`config.mk`:
```
export PLATFORM = sky130hd
export DESIGN_NAME = bp_top
export DESIGN_NICKNAME = d
export VERILOG_FILES = /design/src/hw/isa_pkg.sv /design/src/hw/bp_pkg.sv /design/src/hw/bp_predictor.sv /design/src/hw/bp_queue.sv /design/src/hw/bp_resolve.sv /design/src/hw/bp_top.sv
export SDC_FILE = /design/constraint.sdc
export NUM_CORES = 2
export LEC_CHECK = 0
export BUFFER_PORTS_ARGS = -buffer_cell sky130_fd_sc_hd__clkbuf_2
export CAP_MARGIN = 30
export CORE_MARGIN = 2
export CORE_UTILIZATION = 52
export CTS_CLUSTER_SIZE = 24
export DETAILED_ROUTE_END_ITERATION = 7
export PLACE_DENSITY = 0.69
export RECOVER_POWER = 50
export SKIP_LAST_GASP = 1
export SLEW_MARGIN = 20
export SYNTH_ARGS = -nofsm -noshare
export SYNTH_HDL_FRONTEND = slang
export SYNTH_SLANG_ARGS = --single-unit
```
`constraint.sdc`:
```
create_clock -name clk -period 18.9 [get_ports clk]
set_input_delay 3.78 -clock clk [delete_from_list [all_inputs] [get_ports clk]]
set_output_delay 3.78 -clock clk [all_outputs]
set_load 0.05 [all_outputs]
```
`src/hw/isa_pkg.sv`:
```
package isa_pkg;

	// ------------------------------------------------------------------------
	// Instruction field widths and bit positions
	// ------------------------------------------------------------------------

	localparam int inst_field_width = 26;
	localparam int reg_index_width  = 5;

	// Register numbers sit in the low bits, the 16-bit offset above them
	localparam int inst_rd_lsb     = 0;
	localparam int inst_rj_lsb     = 5;
	localparam int inst_offs16_lsb = 10;

	// Offset split of the 26-bit form, low part stored above the high part
	localparam int offs26_hi_width = 10;

	typedef logic [inst_field_width-1:0] inst_field_t;
	typedef logic [reg_index_width-1:0]  reg_index_t;

	// Return address register by convention
	localparam reg_index_t link_reg_index = 5'd1;

	// ------------------------------------------------------------------------
	// Branch and compare kinds from decode
	// ------------------------------------------------------------------------

	typedef enum logic [1:0] {
		branch_none,
		branch_condition,
		branch_immediate,
		branch_indirect
	} branch_kind_t;

	typedef enum logic [2:0] {
		cmp_eql,
		cmp_neq,
		cmp_lss,
		cmp_ger,
		cmp_leq,
		cmp_geq,
		cmp_ltu,
		cmp_geu
	} cmp_kind_t;

endpackage : isa_pkg

```
`src/hw/bp_pkg.sv`:
```
package bp_pkg;

	// ------------------------------------------------------------------------
	// Address types
	// ------------------------------------------------------------------------

	localparam int addr_width = 32;

	typedef logic [addr_width-1:0] addr_t;

	// Instructions are word aligned, so the two low bits are dropped
	typedef logic [addr_width-3:0] word_addr_t;

	// ------------------------------------------------------------------------
	// Direction counters and branch classes
	// ------------------------------------------------------------------------

	typedef logic [1:0] counter_t;

	localparam counter_t counter_max        = 2'd3;
	localparam counter_t counter_weak_taken = 2'd2;

	typedef enum logic [1:0] {
		cls_call,
		cls_return,
		cls_absolute,
		cls_pc_relative
	} br_class_t;

	// Sizes used when the top level is not told otherwise
	localparam int default_btb_index_bits = 4;
	localparam int default_queue_depth    = 4;

endpackage : bp_pkg

```
`src/hw/bp_predictor.sv`:
```
`timescale 1ns/10ps

module bp_predictor
	import bp_pkg::*;
#(
	parameter int BTB_INDEX_BITS = default_btb_index_bits
) (
	input  logic       clk,
	input  logic       reset_i,
	input  addr_t      fetch_pc_i,
	input  logic       upd_valid_i,
	input  word_addr_t upd_pc_i,
	input  logic       upd_taken_i,
	input  addr_t      upd_target_i,
	input  br_class_t  upd_class_i,
	input  addr_t      upd_link_i,
	output logic       pred_taken_o,
	output addr_t      pred_npc_o
);

	localparam int btb_entries = 1 << BTB_INDEX_BITS;
	localparam int word_bits   = $bits(word_addr_t);
	localparam int tag_bits    = word_bits - BTB_INDEX_BITS;

	typedef logic [BTB_INDEX_BITS-1:0] btb_index_t;
	typedef logic [tag_bits-1:0]       btb_tag_t;

	logic [btb_entries-1:0] btb_valid;
	btb_tag_t               btb_tag     [btb_entries];
	word_addr_t             btb_target  [btb_entries];
	br_class_t              btb_class   [btb_entries];
	counter_t               btb_counter [btb_entries];

	addr_t ret_addr;

	// ------------------------------------------------------------------------
	// Lookup
	// ------------------------------------------------------------------------

	word_addr_t fetch_word;
	btb_index_t fetch_index;
	btb_tag_t   fetch_tag;
	logic       fetch_hit;

	assign fetch_word  = fetch_pc_i[addr_width-1:2];
	assign fetch_index = fetch_word[BTB_INDEX_BITS-1:0];
	assign fetch_tag   = fetch_word[word_bits-1:BTB_INDEX_BITS];
	assign fetch_hit   = btb_valid[fetch_index] && (btb_tag[fetch_index] == fetch_tag);

	assign pred_taken_o = fetch_hit && (btb_counter[fetch_index] >= counter_weak_taken);

	always_comb begin : proc_pred_npc
		if (!pred_taken_o) begin
			pred_npc_o = fetch_pc_i + addr_t'(4);
		end else if (btb_class[fetch_index] == cls_return) begin
			pred_npc_o = ret_addr;
		end else begin
			pred_npc_o = {btb_target[fetch_index], 2'b00};
		end
	end

	// ------------------------------------------------------------------------
	// Update from execute
	// ------------------------------------------------------------------------

	btb_index_t upd_index;
	btb_tag_t   upd_tag;
	logic       upd_hit;
	counter_t   upd_counter_cur;
	counter_t   upd_counter_next;

	assign upd_index       = upd_pc_i[BTB_INDEX_BITS-1:0];
	assign upd_tag         = upd_pc_i[word_bits-1:BTB_INDEX_BITS];
	assign upd_hit         = btb_valid[upd_index] && (btb_tag[upd_index] == upd_tag);
	assign upd_counter_cur = btb_counter[upd_index];

	// Saturating counter step, fresh entries start weakly taken
	always_comb begin : proc_counter_next
		upd_counter_next = upd_counter_cur;
		if (upd_taken_i) begin
			if (!upd_hit) begin
				upd_counter_next = counter_weak_taken;
			end else if (upd_counter_cur != counter_max) begin
				upd_counter_next = upd_counter_cur + counter_t'(1);
			end
		end else if (upd_counter_cur != '0) begin
			upd_counter_next = upd_counter_cur - counter_t'(1);
		end
	end

	always_ff @(posedge clk) begin : proc_valid_ret
		if (reset_i) begin
			btb_valid <= '0;
			ret_addr  <= '0;
		end else if (upd_valid_i) begin
			if (upd_taken_i) begin
				btb_valid[upd_index] <= 1'b1;
			end
			if (upd_class_i == cls_call) begin
				ret_addr <= upd_link_i;
			end
		end
	end

	always_ff @(posedge clk) begin : proc_btb_entry
		if (upd_valid_i && (upd_taken_i || upd_hit)) begin
			btb_counter[upd_index] <= upd_counter_next;
		end
		if (upd_valid_i && upd_taken_i) begin
			btb_tag[upd_index]    <= upd_tag;
			btb_target[upd_index] <= upd_target_i[addr_width-1:2];
			btb_class[upd_index]  <= upd_class_i;
		end
	end

endmodule : bp_predictor

```
`src/hw/bp_queue.sv`:
```
`timescale 1ns/10ps

module bp_queue
	import bp_pkg::*;
#(
	parameter int QUEUE_DEPTH = default_queue_depth
) (
	input  logic  clk,
	input  logic  reset_i,
	input  logic  push_i,
	input  logic  pop_i,
	input  logic  clear_i,
	input  addr_t push_pc_i,
	input  logic  push_taken_i,
	input  addr_t push_npc_i,
	output addr_t head_pc_o,
	output logic  head_taken_o,
	output addr_t head_npc_o,
	output logic  full_o
);

	localparam int ptr_bits = $clog2(QUEUE_DEPTH);

	typedef logic [ptr_bits-1:0] ptr_t;
	typedef logic [ptr_bits:0]   count_t;

	addr_t  entry_pc    [QUEUE_DEPTH];
	logic   entry_taken [QUEUE_DEPTH];
	addr_t  entry_npc   [QUEUE_DEPTH];

	ptr_t   rd_ptr;
	ptr_t   wr_ptr;
	count_t count;
	logic   push_ok;
	logic   pop_ok;

	assign full_o  = (count == count_t'(QUEUE_DEPTH));
	assign push_ok = push_i && !full_o;
	assign pop_ok  = pop_i && (count != '0);

	// Head is read straight from storage
	assign head_pc_o    = entry_pc[rd_ptr];
	assign head_taken_o = entry_taken[rd_ptr];
	assign head_npc_o   = entry_npc[rd_ptr];

	always_ff @(posedge clk) begin : proc_ptrs
		if (reset_i || clear_i) begin
			rd_ptr <= '0;
			wr_ptr <= '0;
			count  <= '0;
		end else begin
			if (push_ok) begin
				wr_ptr <= wr_ptr + ptr_t'(1);
			end
			if (pop_ok) begin
				rd_ptr <= rd_ptr + ptr_t'(1);
			end
			// Occupancy holds when push and pop meet
			if (push_ok && !pop_ok) begin
				count <= count + count_t'(1);
			end else if (pop_ok && !push_ok) begin
				count <= count - count_t'(1);
			end
		end
	end

	always_ff @(posedge clk) begin : proc_store
		if (push_ok) begin
			entry_pc[wr_ptr]    <= push_pc_i;
			entry_taken[wr_ptr] <= push_taken_i;
			entry_npc[wr_ptr]   <= push_npc_i;
		end
	end

endmodule : bp_queue

```
`src/hw/bp_resolve.sv`:
```
`timescale 1ns/10ps

module bp_resolve
	import isa_pkg::*;
	import bp_pkg::*;
(
	input  logic         ex_valid_i,
	input  logic         stall_i,
	input  logic         csr_flush_i,
	input  addr_t        csr_target_i,
	input  addr_t        pc_i,
	input  addr_t        pred_npc_i,
	input  addr_t        rj_i,
	input  addr_t        rd_i,
	input  logic         pred_taken_i,
	input  branch_kind_t branch_kind_i,
	input  cmp_kind_t    cmp_kind_i,
	input  logic         branch_link_i,
	input  inst_field_t  inst_i,
	output logic         flush_o,
	output addr_t        redirect_pc_o,
	output addr_t        link_pc_o,
	output br_class_t    br_class_o,
	output logic         pop_o,
	output logic         upd_valid_o,
	output word_addr_t   upd_pc_o,
	output logic         upd_taken_o,
	output addr_t        upd_target_o
);

	// ------------------------------------------------------------------------
	// Instruction fields
	// ------------------------------------------------------------------------

	logic [15:0] offs16;
	reg_index_t  rj_index;
	reg_index_t  rd_index;
	addr_t       offs16_ext;
	addr_t       offs26_ext;

	assign offs16   = inst_i[inst_offs16_lsb +: 16];
	assign rj_index = inst_i[inst_rj_lsb +: reg_index_width];
	assign rd_index = inst_i[inst_rd_lsb +: reg_index_width];

	// Word offsets, sign extended and scaled to bytes
	assign offs16_ext = {{14{offs16[15]}}, offs16, 2'b00};
	assign offs26_ext = {{4{inst_i[offs26_hi_width-1]}}, inst_i[offs26_hi_width-1:0],
		offs16, 2'b00};

	// ------------------------------------------------------------------------
	// Direction and target
	// ------------------------------------------------------------------------

	logic  taken;
	addr_t target;

	always_comb begin : proc_taken
		if (branch_kind_i == branch_condition) begin
			case (cmp_kind_i)
				cmp_eql: taken = (rj_i == rd_i);
				cmp_neq: taken = (rj_i != rd_i);
				cmp_lss: taken = ($signed(rj_i) <  $signed(rd_i));
				cmp_ger: taken = ($signed(rj_i) >  $signed(rd_i));
				cmp_leq: taken = ($signed(rj_i) <= $signed(rd_i));
				cmp_geq: taken = ($signed(rj_i) >= $signed(rd_i));
				cmp_ltu: taken = (rj_i <  rd_i);
				cmp_geu: taken = (rj_i >= rd_i);
				default: taken = 1'b0;
			endcase
		end else begin
			taken = (branch_kind_i != branch_none);
		end
	end

	always_comb begin : proc_target
		if (branch_kind_i == branch_immediate) begin
			target = pc_i + offs26_ext;
		end else if (branch_kind_i == branch_indirect) begin
			target = rj_i + offs16_ext;
		end else if (branch_kind_i == branch_condition && taken) begin
			target = pc_i + offs16_ext;
		end else begin
			target = link_pc_o;
		end
	end

	assign link_pc_o = pc_i + addr_t'(4);

	// ------------------------------------------------------------------------
	// Mispredict and redirect
	// ------------------------------------------------------------------------

	logic dir_miss;
	logic target_miss;
	logic mispredict;

	assign dir_miss    = (pred_taken_i != taken);
	assign target_miss = pred_taken_i && (pred_npc_i != target);
	assign mispredict  = dir_miss || target_miss;

	assign pop_o         = ex_valid_i && !stall_i;
	assign flush_o       = (pop_o && mispredict) || csr_flush_i;
	assign redirect_pc_o = csr_flush_i ? csr_target_i : target;

	// Call, return, absolute or pc-relative
	always_comb begin : proc_class
		if ((branch_kind_i == branch_indirect && rd_index == link_reg_index) || branch_link_i) begin
			br_class_o = cls_call;
		end else if (branch_kind_i == branch_indirect && rj_index == link_reg_index
				&& offs16 == '0) begin
			br_class_o = cls_return;
		end else if (branch_kind_i == branch_immediate || branch_kind_i == branch_indirect) begin
			br_class_o = cls_absolute;
		end else begin
			br_class_o = cls_pc_relative;
		end
	end

	// Predictor training on every retired branch
	assign upd_valid_o  = pop_o && (branch_kind_i != branch_none);
	assign upd_pc_o     = pc_i[addr_width-1:2];
	assign upd_taken_o  = taken;
	assign upd_target_o = target;

endmodule : bp_resolve

```
`src/hw/bp_top.sv`:
```
`timescale 1ns/10ps

module bp_top
	import isa_pkg::*;
	import bp_pkg::*;
#(
	parameter int BTB_INDEX_BITS = default_btb_index_bits,
	parameter int QUEUE_DEPTH    = default_queue_depth
) (
	input  logic         clk,
	input  logic         reset_i,
	// Fetch side
	input  logic         fetch_valid_i,
	input  addr_t        fetch_pc_i,
	output addr_t        fetch_npc_o,
	output logic         queue_full_o,
	// Execute side
	input  logic         ex_valid_i,
	input  branch_kind_t ex_branch_kind_i,
	input  cmp_kind_t    ex_cmp_kind_i,
	input  logic         ex_branch_link_i,
	input  inst_field_t  ex_inst_i,
	input  addr_t        ex_rj_i,
	input  addr_t        ex_rd_i,
	input  logic         stall_i,
	input  logic         csr_flush_i,
	input  addr_t        csr_target_i,
	output logic         flush_o,
	output addr_t        redirect_pc_o,
	output addr_t        link_pc_o,
	output br_class_t    br_class_o
);

	logic       pred_taken;
	addr_t      head_pc;
	logic       head_taken;
	addr_t      head_npc;
	logic       pop;
	logic       upd_valid;
	word_addr_t upd_pc;
	logic       upd_taken;
	addr_t      upd_target;

	bp_predictor #(
		.BTB_INDEX_BITS(BTB_INDEX_BITS)
	) u_predictor (
		.clk         (clk),
		.reset_i     (reset_i),
		.fetch_pc_i  (fetch_pc_i),
		.upd_valid_i (upd_valid),
		.upd_pc_i    (upd_pc),
		.upd_taken_i (upd_taken),
		.upd_target_i(upd_target),
		.upd_class_i (br_class_o),
		.upd_link_i  (link_pc_o),
		.pred_taken_o(pred_taken),
		.pred_npc_o  (fetch_npc_o)
	);

	// Any flush drops all younger predictions
	bp_queue #(
		.QUEUE_DEPTH(QUEUE_DEPTH)
	) u_queue (
		.clk         (clk),
		.reset_i     (reset_i),
		.push_i      (fetch_valid_i),
		.pop_i       (pop),
		.clear_i     (flush_o),
		.push_pc_i   (fetch_pc_i),
		.push_taken_i(pred_taken),
		.push_npc_i  (fetch_npc_o),
		.head_pc_o   (head_pc),
		.head_taken_o(head_taken),
		.head_npc_o  (head_npc),
		.full_o      (queue_full_o)
	);

	bp_resolve u_resolve (
		.ex_valid_i   (ex_valid_i),
		.stall_i      (stall_i),
		.csr_flush_i  (csr_flush_i),
		.csr_target_i (csr_target_i),
		.pc_i         (head_pc),
		.pred_npc_i   (head_npc),
		.rj_i         (ex_rj_i),
		.rd_i         (ex_rd_i),
		.pred_taken_i (head_taken),
		.branch_kind_i(ex_branch_kind_i),
		.cmp_kind_i   (ex_cmp_kind_i),
		.branch_link_i(ex_branch_link_i),
		.inst_i       (ex_inst_i),
		.flush_o      (flush_o),
		.redirect_pc_o(redirect_pc_o),
		.link_pc_o    (link_pc_o),
		.br_class_o   (br_class_o),
		.pop_o        (pop),
		.upd_valid_o  (upd_valid),
		.upd_pc_o     (upd_pc),
		.upd_taken_o  (upd_taken),
		.upd_target_o (upd_target)
	);

endmodule : bp_top

```
# Word-level counts from Yosys, hierarchy flattened

Memory sizes are Yosys's and may differ from the RTL's. A register that Yosys moved wholly into a read port is not among the register bits.
Index checks and enable logic that the tools add are counted.

Bits in writable memories: 1220
Register bits: 55
Memories: 7
Output and inout port bits: 100

Eq/ne operators: 21
Order comparisons: 10
Bitwise gates (word level): 1
Reduce and logical (&&, ||, !) cells: 37
Add/sub/neg operators: 11
Multiplexer cells: 35

Memory list:

| memory                  | words | width | rd ports | clocked after Yosys merged registers in | write ports | line               | text |
|---|---|---|---|---|---|---|---|
| u_predictor.btb_target  | 16    | 30    | 1        | 0                                       | 1           | bp_predictor.sv:30 | `word_addr_t btb_target [btb_entries];` |
| u_predictor.btb_tag     | 16    | 26    | 2        | 0                                       | 1           | bp_predictor.sv:29 | `btb_tag_t btb_tag [btb_entries];` |
| u_queue.entry_npc       | 4     | 32    | 1        | 1                                       | 1           | bp_queue.sv:29     | `addr_t entry_npc [QUEUE_DEPTH];` |
| u_queue.entry_pc        | 4     | 32    | 1        | 1                                       | 1           | bp_queue.sv:27     | `addr_t entry_pc [QUEUE_DEPTH];` |
| u_predictor.btb_class   | 16    | 2     | 1        | 0                                       | 1           | bp_predictor.sv:31 | `br_class_t btb_class [btb_entries];` |
| u_predictor.btb_counter | 16    | 2     | 2        | 0                                       | 1           | bp_predictor.sv:32 | `counter_t btb_counter [btb_entries];` |
| +1 memories             | n/a   | n/a   | n/a      | n/a                                     | n/a         | n/a                |  |

Operators with widths:

| operator                                                                      | number |
|---|---|
| 32-bit 2-to-1 mux                                                             | 6 |
| 32-bit adder                                                                  | 3 |
| 32-bit by 3-bit adder with 32-bit output (second input constant)              | 2 |
| 32-bit greater-or-equal comparator                                            | 2 |
| 32-bit less-than comparator                                                   | 2 |
| 32-bit inequality test                                                        | 2 |
| 26-bit == test                                                                | 2 |
| 32-bit == test                                                                | 1 |
| 32-bit > comparator                                                           | 1 |
| 32-bit <= comparator                                                          | 1 |
| 2-bit 2-to-1 mux                                                              | 12 |
| 1-bit logical AND                                                             | 18 |
| 16-bit zero test                                                              | 1 |
| 16-bit bitwise OR                                                             | 1 |
| 3-bit == test (second input constant)                                         | 5 |
| 1-bit 2-to-1 mux                                                              | 11 |
| 5-bit by 1-bit == test with 1-bit output (second input constant)              | 2 |
| 4-bit by 5-bit less-than comparator with 1-bit output (second input constant) | 2 |
| 1-bit binary-select mux with 4-bit select                                     | 2 |
| 1-bit one-hot mux with 8 select lines                                         | 1 |
| 2-bit by 1-bit adder with 2-bit output (second input constant)                | 3 |
| 3-bit by 2-bit == test with 1-bit output (second input constant)              | 2 |
| 1-bit logical OR                                                              | 6 |
| 3-bit 2-to-1 mux                                                              | 2 |
| 17 further kinds                                                              | 25 |

# Logic depth before layout (Yosys ltp)

Word-level depth: 14
Mapped depth: 22

# Cells and area by module

Synthesis repeated with hierarchy kept, for this count alone.

Cell total of the unflattened synthesis: 3821
Area, all modules: 61179.9 um^2

Modules (own cells, without submodules):

| module       | times used | cells each | area an instance (um^2) |
|---|---|---|---|
| bp_predictor | 1          | 2409       | 44323.8 |
| bp_queue     | 1          | 388        | 9835.7 |
| bp_resolve   | 1          | 1024       | 7020.5 |

# Worst setup path after synthesis

No wires, ideal clock.

Kind: input to output
From: input port fetch_pc_i[2]
To: output port fetch_npc_o[0]
Slack: 6.362 ns
Data required time: 15.120 ns
Path buffers: 4
Stages: 11
Arrival time: 8.758 ns
Cell sequence: clkbuf_1 buf_2 buf_1 mux4_2 mux4_2 xnor2_1 nand4_1 or4_1 or4b_2 buf_2 o31ai_1

Cells in the longest elaborated chain, start to end: 5

RTL lines:

| what                                                                                   | line               | text |
|---|---|---|
| start, declared                                                                        | bp_top.sv:14       | `input addr_t fetch_pc_i,` |
| memory 16 x 26 bit / 1-bit binary-select mux with 4-bit select (equally long branches) | n/a                |  |
| 26-bit == test / 1-bit 2-to-1 mux (equally long branches)                              | bp_predictor.sv:48 | `assign fetch_hit = btb_valid[fetch_index] && (btb_tag[fetch_index] == fetch_tag);` |
| 1-bit logical AND                                                                      | bp_predictor.sv:48 |  |
| 1-bit logical AND                                                                      | bp_predictor.sv:50 | `assign pred_taken_o = fetch_hit && (btb_counter[fetch_index] >= counter_weak_taken);` |
| 32-bit 2-to-1 mux (*)                                                                  | bp_predictor.sv:53 | `if (!pred_taken_o) begin` |
| end, declared                                                                          | bp_top.sv:15       | `output addr_t fetch_npc_o,` |

Every way passes the cells marked *; elsewhere a longest branch is shown, timed or not. The select of a mux whose other input is x is not followed.

==> flow_summary.json <==
{
  "synth_edf_count": 1220,
  "grt_usage_pct": 31.13,
  "crit_buf_inv": 3,
  "synth-seq-cells": 1277,
  "cts-root-buf": "clkbuf_16",
  "grt-ovfl-total": 0,
  "ys.warnings.count": 0,
  "cp_top_family": "buffers and inverters",
  "antenna_found_initial": 20,
  "ys_seq_area_share_pct": 62.61,
  "synth_xor_area_share_pct": 2.685,
  "maxCapViolations": 17,
  "gp_congestion": 0.9836,
  "postCtsResizedCells": 0,
  "synth.area.top_cells": "edfxtp_1 61%, mux4_2 17%, ha_1 2.3%, dfxtp_1 1.9%, xnor2_1 1.8%",
  "rsz0062_at_grt": "no",
  "path_class": "reg -> out",
  "synth_top_family_by_area": "multiplexers",
  "setup_viol": 0,
  "critPathLaunchType": "flop",
  "portBuffers": 265,
  "die_w_um": 344.6,
  "grt_pass1_vias": 36130,
  "final_core_util_pct": 59.15,
  "drive_gt1_share_pct": 26.55,
  "final_area_um2": 67820,
  "slowest_stage": "clkbuf_1",
  "grt_pass1_wl_mm": 259.4,
  "ctsLongestPathBuffers": 3,
  "synth_top_area_cell": "edfxtp_1",
  "status": "finished with violations",
  "finalNonFillerCells": 5571,
  "cts-hold-fix-buffers": 0,
  "cp.arrival_ns": 11.07,
  "synth_mux_area_share_pct": 19.55,
  "powerDensity_nw_per_um2": 99.87,
  "postSynthAreaPerCell_um2": 16.61,
  "routedWlPerCell_um": 33.05,
  "synthesis.nets": 3914,
  "clk_pin_slew_worst_paths_ns": 0.06,
  "slew_violations": 489,
  "finClkSkew_ns": 0.02475,
  "dp_cells": 5328,
  "path_max_fanout": 35,
  "clock_latency_ns": 0.75,
  "fmax_mhz": 67.36,
  "synth_cell_types": 87,
  "synth-simple-area-share_pct": 5.723,
  "wirelength_mm": 184.1,
  "vias_per_cell": 6.693,
  "initial_core_util_pct": 52.62,
  "synth_top_cell_area_share_pct": 60.72,
  "placed_cell_area_um2": 63770,
  "finalNetCount": 4232,
  "cpPeakStageDelay_ns": 2.26,
  "violations": "max-capacitance violations, max-slew violations",
  "yosys_most_used_dff": "edfxtp_1",
  "drc": 0,
  "place_hpwl_mm": 120.6,
  "htree_levels": 4,
  "drtAntennaViolNets": 0,
  "p_leak_nw": 22.39,
  "ir_drop_v": 0.00008700,
  "crit_chain": "clkbuf_1 > mux4_2 > nand3_1 > nor4_1 > xor2_1 > or4_1 > o311ai_0 > clkbuf_1 > xor2_1 > nand4b_1 > nor4_1 > a31oi_4 > clkbuf_2",
  "cts_setup_buffers": 0,
  "worst_pin_slew_ns": 3.255,
  "fp.dieH_um": 344.6,
  "coreArea_um2": 114700,
  "io_pins": 266,
  "via_count": 37290,
  "rows": 124,
  "first_pass_iters": 8,
  "area_growth_pct": 12.41,
  "synth_compound_area_share_pct": 5.159,
  "synth_fa_ha_area_share_pct": 2.443,
  "cp-end-kind": "output port",
  "post-route-min-period_ns": 14.85,
  "hold_viol_final": 0,
  "synthesis.area_um2": 60340,
  "grt_max_degree": 95,
  "crit_required_ns": 15.12,
  "slew_headroom_pct": -117.0,
  "cts_tree": "done",
  "tns_ns": 0,
  "cts_buffers": 130,
  "drt_iter0_markers": 5046,
  "post-route-period-util_pct": 78.55,
  "dieArea_um2": 118800,
  "clock-sinks": 1277,
  "hp-class": "reg -> reg",
  "synth_cells": 3632,
  "async_flop_share_pct": 0
}
[cell usage in the layout, fill, tap and decap left out, types with 19 or more instances in the layout]
cell and n:
edfxtp_1 1220, a21oi_1 155, dfxtp_1 56, clkinv_2 21, nor4_1 24, nand3_1 62, clkbuf_2 227, mux2_2 81
xor2_1 64, xnor2_1 121, a31oi_1 19, o211ai_1 23, and3_1 27, a211oi_1 35, inv_1 94, clkbuf_1 86
mux2i_1 47, mux4_2 457, nor3_1 51, nand2_1 155, clkinv_1 33, nor2_1 226, ha_1 113, clkbuf_16 131
a21o_1 22, o21ai_0 90, buf_4 66, nand4_1 46
[state kept, by name (all words and copies together), names as in the netlist, named ones only]
name / cells
u_predictor.btb_target: 480
u_queue.count: 3
u_predictor.ret_addr: 32
u_predictor.btb_valid: 16
u_queue.entry_pc: 128
u_queue.entry_taken: 4
u_queue.entry_npc: 128
u_predictor.btb_tag: 416
u_queue.wr_ptr: 2
u_predictor.btb_class: 32
u_queue.rd_ptr: 2
u_predictor.btb_counter: 32
[where the power goes]
group | internal (W) | leakage [nW] | switching (W) | total [W]
registers | 0.00321 | 11.5 | 0.0000120 | 0.00322
logic | 0.000319 | 8.84 | 0.000682 | 0.00100
clock network | 0.00145 | 2.07 | 0.00110 | 0.00255
total | 0.00498 | 22.4 | 0.00180 | 0.00677
[metal layers]
layer,wire length [um],vias up,GRT usage (%)
met1,69750,19240,42.80
met5,103,-,0.2804
met3,20420,378,7.701
li1,-,15410,-
met4,8150,12,11.96
met2,85720,2246,48.35
[path summary, 6_finish.rpt]
path | startpoint | end | slack (ns) | depth (start not counted)
setup / recovery | flop | flush_o | 4.05 | 13
setup reg to reg | flop | flop | 8.27 | 13
hold reg to reg | u_predictor.ret_addr[3] | u_predictor.ret_addr[3] | 0.46 | 2
hold / removal | u_predictor.ret_addr[3] | u_predictor.ret_addr[3] | 0.46 | 2
[cell type report]
cell class	count	area [um^2]
fill	8510	46830
tap	1512	1892
clock inverter	85	854.6
inverter	95	356.6
sequential	1277	37780
multi-input combinational	2080	21560
clock buffer	153	3381
timing repair buffer	366	1992
antenna	3	7.507
[logic make-up after synthesis]
logic type               count (synthesis)
buffers and inverters                  275
flip-flops                            1277
adder cells (fa/ha/maj)                116
XOR/XNOR                               185
multiplexers                           592
AND/OR/NAND/NOR                        710
AO/OA/AOI/OAI                          477
[stage by stage]
step	hold slack (ns)	power, W	setup WS (ns)
2_1_floorplan	0.4338	0.003893	6.362
3_3_place_gp	0.4421	0.004254	5.634
3_5_place_dp	0.4481	0.004266	5.594
4_1_cts	0.4563	0.006789	5.556
5_1_grt	0.4956	0.006966	3.381
6_report	0.4589	0.006773	4.053
[Yosys cell counts (23+ instances only)]
master    number
nor2_1       238
dfxtp_1       57
and3_1        28
nand3_1       62
a21oi_1      156
xnor2_1      121
nor3_1        50
edfxtp_1    1220
mux4_2       461
buf_2         35
nand2_1      155
mux2i_1       48
o21ai_0       89
o211ai_1      23
mux2_2        83
a211oi_1      35
clkbuf_1     108
buf_1         31
nand4_1       46
xor2_1        64
inv_1         94
ha_1         113
[worst min-delay path: cells and delay by family, from the launching register on]
family	cells	cell delay, ns
simple gates	1	0.05
compound gates	1	0.05
flops	1	0.31
Note: power is estimated with default switching activity, not from simulation.
